File: src/logic/uart_bus_pkg.sv
package uart_bus_pkg;

    ////////////////////
    // bus request
    ////////////////////

    // one access on the simple slave bus, held by the master for one cycle
    typedef struct packed {
        logic        stb;
        logic        we;
        logic [3:0]  sel;
        logic [31:0] addr;
        logic [31:0] dat;
    } uart_bus_req_t;

    ////////////////////
    // register map
    ////////////////////

    // transmit control byte, see uart_line_pkg for the field layout
    localparam logic [31:0] ADDR_TX_CTRL  = 32'h0000_0003;

    // phase increment for the baud accumulator
    localparam logic [31:0] ADDR_BAUD_DIV = 32'h0000_0004;

    // sticky frame sent plus live ready, any write clears frame sent
    localparam logic [31:0] ADDR_STATUS   = 32'h0000_0005;

    // transmit buffer, one byte lane picked by sel
    localparam logic [31:0] ADDR_TX_BUF   = 32'h0000_0007;

    ////////////////////
    // status bits
    ////////////////////

    // set when a frame reaches its stop bit
    localparam int STAT_FRAME_SENT = 5;

    // serializer idle and no start pending
    localparam int STAT_TX_READY   = 4;

endpackage

File: src/logic/uart_line_pkg.sv
package uart_line_pkg;

    ////////////////////
    // transmit control
    ////////////////////

    // field view of the control byte
    typedef struct packed {
        logic       start;
        logic       parity_en;
        logic       parity_odd;
        logic       nine_bit;
        logic       tx_reset;
        logic       addr_bit;
        logic [1:0] spare;
    } uart_tx_ctrl_fields_t;

    // the bus side sees a plain byte, the line side sees the fields
    typedef union packed {
        logic [7:0]           raw;
        uart_tx_ctrl_fields_t f;
    } uart_tx_ctrl_u;

    // everything the consumer side needs for one frame
    typedef struct packed {
        uart_tx_ctrl_u ctrl;
        // bit 8 carries addr_bit in 9-bit mode
        logic [8:0]    data;
    } uart_tx_cmd_t;

    ////////////////////
    // frame shape
    ////////////////////

    localparam int DATA_BITS_SHORT = 8;
    localparam int DATA_BITS_LONG  = 9;

    // one state per bit time, DATA repeats for every data bit
    typedef enum logic [3:0] {
        IDLE   = 4'd0,
        START  = 4'd1,
        DATA   = 4'd2,
        PARITY = 4'd3,
        STOP   = 4'd4
    } uart_tx_state_e;

endpackage

File: src/logic/uart_baud_gen.sv
`timescale 1ns/10ps

module uart_baud_gen #(
    parameter int DIVISOR_W = 32
) (
    input  logic                 baud_rate_counter_internal,
    input  logic                 rst_n_i,
    input  logic [DIVISOR_W-1:0] baud_div_i,
    input  logic                 tx_reset_i,
    output logic                 tick_o
);

    logic [DIVISOR_W-1:0] acc_q;
    logic [DIVISOR_W-1:0] acc_next;
    logic                 tick_q;

    // phase accumulator, wraps freely
    assign acc_next = acc_q + baud_div_i;

    always_ff @(posedge baud_rate_counter_internal or negedge rst_n_i) begin
        if (!rst_n_i) begin
            acc_q  <= '0;
            tick_q <= 1'b0;
        end else if (tx_reset_i) begin
            acc_q  <= '0;
            tick_q <= 1'b0;
        end else begin
            acc_q  <= acc_next;
            // rising edge of the top bit marks one bit time
            tick_q <= acc_next[DIVISOR_W-1] & ~acc_q[DIVISOR_W-1];
        end
    end

    assign tick_o = tick_q;

    // a zero divisor freezes the accumulator
    assert property (@(posedge baud_rate_counter_internal) disable iff (!rst_n_i)
        (baud_div_i == '0) |=> !tick_o);

endmodule

File: src/logic/uart_tx_serializer.sv
`timescale 1ns/10ps

module uart_tx_serializer
    import uart_line_pkg::*;
(
    input  logic         baud_rate_counter_internal,
    input  logic         rst_n_i,
    input  logic         tick_i,
    input  uart_tx_cmd_t tx_cmd_i,
    input  logic         tx_reset_i,
    output logic         tx_o,
    output logic         tx_led_o,
    output logic         tx_ready_o,
    output logic         frame_done_o
);

    uart_tx_state_e state_q;
    logic [3:0]     bit_cnt_q;
    logic           tx_q;
    logic [3:0]     data_len;
    logic [8:0]     par_data;
    logic           parity_bit;
    logic           last_data;

    ////////////////////
    // frame shape
    ////////////////////

    assign data_len = tx_cmd_i.ctrl.f.nine_bit ? 4'(DATA_BITS_LONG) : 4'(DATA_BITS_SHORT);

    // ninth bit only counts in 9-bit mode
    assign par_data   = tx_cmd_i.ctrl.f.nine_bit ? tx_cmd_i.data
                                                 : {1'b0, tx_cmd_i.data[7:0]};
    assign parity_bit = (^par_data) ^ tx_cmd_i.ctrl.f.parity_odd;

    assign last_data = (state_q == DATA) && (bit_cnt_q == data_len);

    ////////////////////
    // state machine
    ////////////////////

    always_ff @(posedge baud_rate_counter_internal or negedge rst_n_i) begin
        if (!rst_n_i) begin
            state_q   <= IDLE;
            bit_cnt_q <= '0;
            tx_q      <= 1'b1;
        end else if (tx_reset_i) begin
            state_q   <= IDLE;
            bit_cnt_q <= '0;
            tx_q      <= 1'b1;
        end else if (tick_i) begin
            case (state_q)
                IDLE: begin
                    tx_q <= 1'b1;
                    if (tx_cmd_i.ctrl.f.start) begin
                        state_q <= START;
                        tx_q    <= 1'b0;
                    end
                end
                START: begin
                    // lsb first
                    state_q   <= DATA;
                    tx_q      <= tx_cmd_i.data[0];
                    bit_cnt_q <= 4'd1;
                end
                DATA: begin
                    if (last_data) begin
                        bit_cnt_q <= '0;
                        if (tx_cmd_i.ctrl.f.parity_en) begin
                            state_q <= PARITY;
                            tx_q    <= parity_bit;
                        end else begin
                            state_q <= STOP;
                            tx_q    <= 1'b1;
                        end
                    end else begin
                        tx_q      <= tx_cmd_i.data[bit_cnt_q];
                        bit_cnt_q <= bit_cnt_q + 4'd1;
                    end
                end
                PARITY: begin
                    state_q <= STOP;
                    tx_q    <= 1'b1;
                end
                STOP: begin
                    // stop bit ends here, line already high
                    state_q <= IDLE;
                end
                default: begin
                    state_q <= IDLE;
                    tx_q    <= 1'b1;
                end
            endcase
        end
    end

    // pulse on the tick that opens the stop bit
    assign frame_done_o = tick_i & ~tx_reset_i &
                          ((last_data & ~tx_cmd_i.ctrl.f.parity_en) | (state_q == PARITY));

    assign tx_o       = tx_q;
    assign tx_led_o   = (state_q != IDLE);
    assign tx_ready_o = (state_q == IDLE) & ~tx_cmd_i.ctrl.f.start;

    // counter stays inside the frame
    assert property (@(posedge baud_rate_counter_internal) disable iff (!rst_n_i)
        bit_cnt_q <= data_len);

endmodule

File: src/logic/uart_bus_regs.sv
`timescale 1ns/10ps

module uart_bus_regs
    import uart_bus_pkg::*;
    import uart_line_pkg::*;
#(
    parameter int DIVISOR_W = 32
) (
    input  logic                 baud_rate_counter_internal,
    input  logic                 rst_n_i,
    input  uart_bus_req_t        bus_req_i,
    output logic                 ack_o,
    output logic [31:0]          dat_o,
    input  logic                 frame_done_i,
    input  logic                 tx_ready_i,
    output uart_tx_cmd_t         tx_cmd_o,
    output logic                 tx_reset_o,
    output logic [DIVISOR_W-1:0] baud_div_o
);

    uart_tx_ctrl_u        tx_ctrl_q;
    logic [DIVISOR_W-1:0] baud_div_q;
    logic [7:0]           tx_buf_q;
    logic                 frame_sent_q;
    logic                 tx_ready_q;
    logic                 ack_q;
    logic [31:0]          rd_data_q;
    logic [31:0]          rd_mux;
    logic [7:0]           status_byte;
    logic                 addr_hit;
    logic                 wr_en;
    logic                 rd_en;

    ////////////////////
    // address decode
    ////////////////////

    always_comb begin
        case (bus_req_i.addr)
            ADDR_TX_CTRL, ADDR_BAUD_DIV, ADDR_STATUS, ADDR_TX_BUF: addr_hit = 1'b1;
            default: addr_hit = 1'b0;
        endcase
    end

    assign wr_en = bus_req_i.stb & bus_req_i.we & addr_hit;
    assign rd_en = bus_req_i.stb & ~bus_req_i.we & addr_hit;

    always_comb begin
        status_byte = '0;
        status_byte[STAT_FRAME_SENT] = frame_sent_q;
        status_byte[STAT_TX_READY]   = tx_ready_q;
    end

    always_comb begin
        case (bus_req_i.addr)
            ADDR_TX_CTRL:  rd_mux = {24'd0, tx_ctrl_q.raw};
            ADDR_BAUD_DIV: rd_mux = 32'(baud_div_q);
            ADDR_STATUS:   rd_mux = {24'd0, status_byte};
            ADDR_TX_BUF:   rd_mux = {24'd0, tx_buf_q};
            default:       rd_mux = '0;
        endcase
    end

    ////////////////////
    // registers
    ////////////////////

    always_ff @(posedge baud_rate_counter_internal or negedge rst_n_i) begin
        if (!rst_n_i) begin
            tx_ctrl_q  <= '0;
            baud_div_q <= '0;
        end else begin
            // tx_reset lives for exactly one cycle
            if (tx_ctrl_q.f.tx_reset) begin
                tx_ctrl_q.f.tx_reset <= 1'b0;
            end
            if (wr_en && bus_req_i.addr == ADDR_TX_CTRL) begin
                tx_ctrl_q.raw <= bus_req_i.dat[7:0];
            end
            if (wr_en && bus_req_i.addr == ADDR_BAUD_DIV) begin
                baud_div_q <= bus_req_i.dat[DIVISOR_W-1:0];
            end
            // end of frame wins over a bus write to start
            if (frame_done_i) begin
                tx_ctrl_q.f.start <= 1'b0;
            end
        end
    end

    // buffer write where only a one-hot sel stores a lane
    always_ff @(posedge baud_rate_counter_internal) begin
        if (wr_en && bus_req_i.addr == ADDR_TX_BUF) begin
            case (bus_req_i.sel)
                4'b0001: tx_buf_q <= bus_req_i.dat[7:0];
                4'b0010: tx_buf_q <= bus_req_i.dat[15:8];
                4'b0100: tx_buf_q <= bus_req_i.dat[23:16];
                4'b1000: tx_buf_q <= bus_req_i.dat[31:24];
                default: tx_buf_q <= tx_buf_q;
            endcase
        end
    end

    always_ff @(posedge baud_rate_counter_internal or negedge rst_n_i) begin
        if (!rst_n_i) begin
            frame_sent_q <= 1'b0;
            tx_ready_q   <= 1'b0;
        end else begin
            tx_ready_q <= tx_ready_i;
            if (frame_done_i) begin
                frame_sent_q <= 1'b1;
            end else if (wr_en && bus_req_i.addr == ADDR_STATUS) begin
                frame_sent_q <= 1'b0;
            end
        end
    end

    // ack and read data one cycle after the strobe
    always_ff @(posedge baud_rate_counter_internal or negedge rst_n_i) begin
        if (!rst_n_i) begin
            ack_q     <= 1'b0;
            rd_data_q <= '0;
        end else begin
            ack_q     <= bus_req_i.stb & addr_hit;
            rd_data_q <= rd_en ? rd_mux : 32'd0;
        end
    end

    assign ack_o      = ack_q;
    assign dat_o      = rd_data_q;
    assign tx_cmd_o   = '{ctrl: tx_ctrl_q, data: {tx_ctrl_q.f.addr_bit, tx_buf_q}};
    assign tx_reset_o = tx_ctrl_q.f.tx_reset;
    assign baud_div_o = baud_div_q;

    ////////////////////
    // checks
    ////////////////////

    // a lone strobe gives a single ack cycle
    assert property (@(posedge baud_rate_counter_internal) disable iff (!rst_n_i)
        ack_q |=> !ack_q);

    // the serializer only finishes frames that were started here
    assert property (@(posedge baud_rate_counter_internal) disable iff (!rst_n_i)
        frame_done_i |-> tx_ctrl_q.f.start);

endmodule

File: src/logic/uart_top.sv
`timescale 1ns/10ps

module uart_top
    import uart_bus_pkg::*;
    import uart_line_pkg::*;
#(
    parameter int DIVISOR_W = 32
) (
    input  logic          baud_rate_counter_internal,
    input  logic          rst_n_i,
    input  uart_bus_req_t bus_req_i,
    output logic          ack_o,
    output logic [31:0]   dat_o,
    output logic          tx_o,
    output logic          tx_led_o
);

    uart_tx_cmd_t         tx_cmd;
    logic                 tx_reset;
    logic [DIVISOR_W-1:0] baud_div;
    logic                 tick;
    logic                 frame_done;
    logic                 tx_ready;

    // producer side, bus registers and transmit buffer
    uart_bus_regs #(
        .DIVISOR_W (DIVISOR_W)
    ) u_regs (
        .baud_rate_counter_internal (baud_rate_counter_internal),
        .rst_n_i                    (rst_n_i),
        .bus_req_i                  (bus_req_i),
        .ack_o                      (ack_o),
        .dat_o                      (dat_o),
        .frame_done_i               (frame_done),
        .tx_ready_i                 (tx_ready),
        .tx_cmd_o                   (tx_cmd),
        .tx_reset_o                 (tx_reset),
        .baud_div_o                 (baud_div)
    );

    // consumer side, bit timing then the line
    uart_baud_gen #(
        .DIVISOR_W (DIVISOR_W)
    ) u_baud (
        .baud_rate_counter_internal (baud_rate_counter_internal),
        .rst_n_i                    (rst_n_i),
        .baud_div_i                 (baud_div),
        .tx_reset_i                 (tx_reset),
        .tick_o                     (tick)
    );

    uart_tx_serializer u_ser (
        .baud_rate_counter_internal (baud_rate_counter_internal),
        .rst_n_i                    (rst_n_i),
        .tick_i                     (tick),
        .tx_cmd_i                   (tx_cmd),
        .tx_reset_i                 (tx_reset),
        .tx_o                       (tx_o),
        .tx_led_o                   (tx_led_o),
        .tx_ready_o                 (tx_ready),
        .frame_done_o               (frame_done)
    );

endmodule

File: config.mk
export PLATFORM = sky130hd
export DESIGN_NAME = uart_top
export DESIGN_NICKNAME = d
export VERILOG_FILES = /design/src/logic/uart_bus_pkg.sv /design/src/logic/uart_line_pkg.sv /design/src/logic/uart_baud_gen.sv /design/src/logic/uart_tx_serializer.sv /design/src/logic/uart_bus_regs.sv /design/src/logic/uart_top.sv
export SDC_FILE = /design/constraint.sdc
export NUM_CORES = 1
export LEC_CHECK = 0
export ABC_CLOCK_PERIOD_IN_PS = 2650
export BUFFER_PORTS_ARGS = -buffer_cell sky130_fd_sc_hd__buf_2
export CAP_MARGIN = 20
export CELL_PAD_IN_SITES_DETAIL_PLACEMENT = 0
export CELL_PAD_IN_SITES_GLOBAL_PLACEMENT = 1
export CORE_UTILIZATION = 41
export DETAILED_ROUTE_END_ITERATION = 10
export PLACE_DENSITY_LB_ADDON = 0.1
export RECOVER_POWER = 100
export SLEW_MARGIN = 5
export SYNTH_ARGS = -nofsm -noshare
export SYNTH_HDL_FRONTEND = slang
export SYNTH_SLANG_ARGS = --single-unit
File: constraint.sdc
create_clock -name baud_rate_counter_internal -period 2.65 [get_ports baud_rate_counter_internal]
set_clock_uncertainty 0.05 [all_clocks]
set_input_delay 0.53 -clock baud_rate_counter_internal [delete_from_list [all_inputs] [get_ports baud_rate_counter_internal]]
set_output_delay 0.53 -clock baud_rate_counter_internal [all_outputs]
set_load 0.01 [all_outputs]
==> results.yml <==
status:
  outcome: "complete, no violations"
logic_synthesis:
  yosysTopAreaCell: "dfrtp_1"
  synth_common_cells: "115 x dfrtp_1, 54 x nor2_1, 35 x a21oi_1"
  yosysSeqAreaShare_pct: 46.02
  synth_edf_count: 8
  async_flop_share_pct: 93.55
  synth_nets: 738
  yosys.area.top_type_share_pct: 42.12
  synthFlopType: "dfrtp_1"
  avgSynthCellArea_sq_um: 10.79
  post-synth-top-count-cell: "dfrtp_1"
  syn-cell-area_sq_um: 6833
  syn_inst: 633
  ys_top_cells_by_area: "dfrtp_1 42%, mux2_4 6.6%, ha_1 5.9%"
  yosysUniqueCellTypes: 70
  yosysWarnings: 0
  synth_seq_cells: 124
global_route:
  grt_pass1_vias: 5607
  grt_usage_pct: 23.22
  overflow: 0
  antenna_found_initial: 0
  grt_max_degree: 47
  grt_first_pass_wirelength_um: 29150
sta:
  slew_headroom_pct: 20.61
  hold_viol: 0
  rsz0062_at_grt: "yes"
  hold_slack_ps: 282.4
  period_share_pct: 96.44
  timing.final.crit_period_ps: 2556
  setup_viol: 0
  clock.fmax_mhz: 391.3
  slew_viol_final: 0
  worstMarginPinSlew_ps: 1191
power:
  power_mw: 4.308
  ir_drop_v: 0.0004147
  leakagePower_nw: 4.313
  power.density_nw_per_um2: 495.8
cells_and_area:
  area_growth_pct: 27.17
  final_core_util_pct: 54.11
  fill_cells: 1455
  layout.nets: 913
  antenna_cells: 0
  drive_gt1_share_pct: 30.21
  final_design_area_no_fill_sq_um: 8690
critical_path:
  max_stage_delay_ps: 480
  end_kind: "flip-flop"
  critPathSlowestCell: "or4_4"
  reg2reg_setup_slack_ps: 90
  reg2reg_to: "u_baud.acc_q[31]"
  crit_required_ps: 2900
  worstSetupStartpointType: "flip-flop"
  worstReg2RegStart: "u_regs.baud_div_o[22]"
  path_class: "flip-flop to flip-flop"
  cp_max_fo: 2
  cp_cell_sequence: "ha_1 -> a21o_1 -> a21o_1 -> a21oi_2 -> o211ai_1 -> o21a_1 -> or4_4 -> nand3_2 -> mux2_2"
  cpMostUsedCell: "a21o_1"
  worstPathArrival_ps: 2810
  rr_worst_depth: 9
routing:
  wl_um: 18770
  antenna_left: 0
  wire_per_inst_um: 18.10
  via_per_inst: 5.407
  first_pass_iters: 5
  drt_iter0_drc: 260
  num_vias: 5607
  drc: 0
clock_network:
  ctsHoldBuffers: 0
  insertion_delay_ps: 420
  clk_pin_slew_ps: 60
  clock_path_buffers: 2
  cts_tree: "yes"
  cts_sinks: 124
  root_buffer: "clkbuf_16"
  cts_inserted_buffers: 17
  htree_levels: 4
placement:
  numPortBuffers: 106
  placed_area_sq_um: 8090
  hpwl_um: 14210
  gp_congestion: 0.9049
floorplanning:
  coreArea_sq_um: 16060
  initial_core_util_pct: 42.55
  die-area_sq_um: 17190
  ios: 107
  die_height_um: 131.1
  rows: 46
  die_w_um: 131.1
job:
  cap_violations: 0
min_path:
  hold_path_class: "primary input to asynchronous set/reset pin"
-- how the worst max path moves through the flow --
stage / to / slack (ps) / startpoint / cells after the start
floorplan: u_baud.acc_q[31] / 90 / u_regs.baud_div_o[3] / 9
global placement: u_baud.acc_q[30] / 7 / u_regs.baud_div_o[0] / 12
detailed placement: u_baud.acc_q[16] / -90 / u_regs.baud_div_o[0] / 13
CTS: u_baud.acc_q[31] / 5 / u_regs.baud_div_o[3] / 9
global route: u_baud.acc_q[31] / -20 / u_regs.baud_div_o[1] / 9
finish: u_baud.acc_q[31] / 90 / u_regs.baud_div_o[22] / 9
-- cell families (layout without fill, tap and decap cells) --
group / Yosys count / in the layout / share of synthesized area (%)
flip-flops: 124 / 124 / 46.02
buffers and inverters: 39 / 227 / 2.801
AND/OR/NAND/NOR: 210 / 210 / 16.44
XOR/XNOR: 33 / 33 / 4.230
AO/OA/AOI/OAI: 147 / 147 / 14.69
multiplexers: 47 / 47 / 9.669
adder cells (fa/ha/maj): 33 / 33 / 6.153
-- where the power goes --
group / internal, mW / total [mW] / switching, mW
clock network: 1.36 / 2.21 / 0.849
logic: 0.0694 / 0.187 / 0.117
registers: 1.91 / 1.91 / 0.00000264
total: 3.34 / 4.31 / 0.966
-- placed cells by master (no fill, tap or decap), types with 4 or more instances in the layout --
master and count:
dfrtp_1 115, buf_2 72, buf_4 69, nor2_1 55, clkbuf_1 35, nand2_1 32, and2_1 31, mux2_4 30
a21oi_1 29, ha_1 29, o21ai_0 22, nor3_1 21, xnor2_1 19, a22oi_1 18, clkbuf_16 17, nor2b_1 15
xor2_1 14, inv_1 13, a21o_1 12, mux2_2 12, nand3_1 10, a2111oi_0 8, a221o_1 8, edfxtp_1 8
a21oi_2 7, nor4_1 7, nand4_1 6, nand2b_1 5, o21ai_1 5, clkinv_1 5, or3_1 4, o211ai_1 4
o21a_1 4, clkinv_2 4
-- repair_timing --
action / 4_1_cts / 5_1_grt
pin swaps: 2 / 7
setup buffers: 0 / 1
endpoints found under the setup margin: 6 / 9
gates resized for setup: 5 / 19
-- worst max-delay path: cells and delay by family (launching register included) --
kind / cells / cell delay [ps]
and+or+nand+nor: 2 / 580
adders and majority gates: 1 / 320
muxes: 1 / 320
AOI/OAI and AO/OA: 5 / 770
DFF: 1 / 400
-- flip-flops by register name (all words and copies together), names as in the netlist, 3 cells and up --
name and count:
u_regs.tx_ctrl_q 8, u_regs.baud_div_o 32, u_ser.bit_cnt_q 4, u_regs.tx_buf_q 8
u_ser.state_q 3, u_regs.dat_o 32, u_baud.acc_q 32
-- through the flow --
| stage | instances | setup slack (ps) | TNS, ps |
|---|---|---|---|
| global route | 1037 | -19.11 | -30.83 |
| global placement | 1004 | 7.031 | 0 |
| finish | 1037 | 94.39 | 0 |
| floorplan | 633 | 86.88 | 0 |
| detailed placement | 1004 | -85.92 | -567.1 |
| CTS | 1036 | 5.152 | 0 |
-- metal layers --
metal  vias up  wire length, um  GRT usage, %
met2       181             9082         38.69
li1       2672                -             -
met3        25              935         4.992
met5         -                0             0
met4         0              337         7.640
met1      2729             8418         30.05
-- layout make-up --
cell class	count	area, sq um	share of cell area (%)
tap	216	270.3	3.110
inverter	14	52.55	0.6048
multi-input combinational	470	3598	41.41
timing repair buffer	181	1067	12.28
sequential	124	3144	36.18
clock buffer	17	425.4	4.896
clock inverter	15	131.4	1.512
Power figures use the tool's default switching activity.
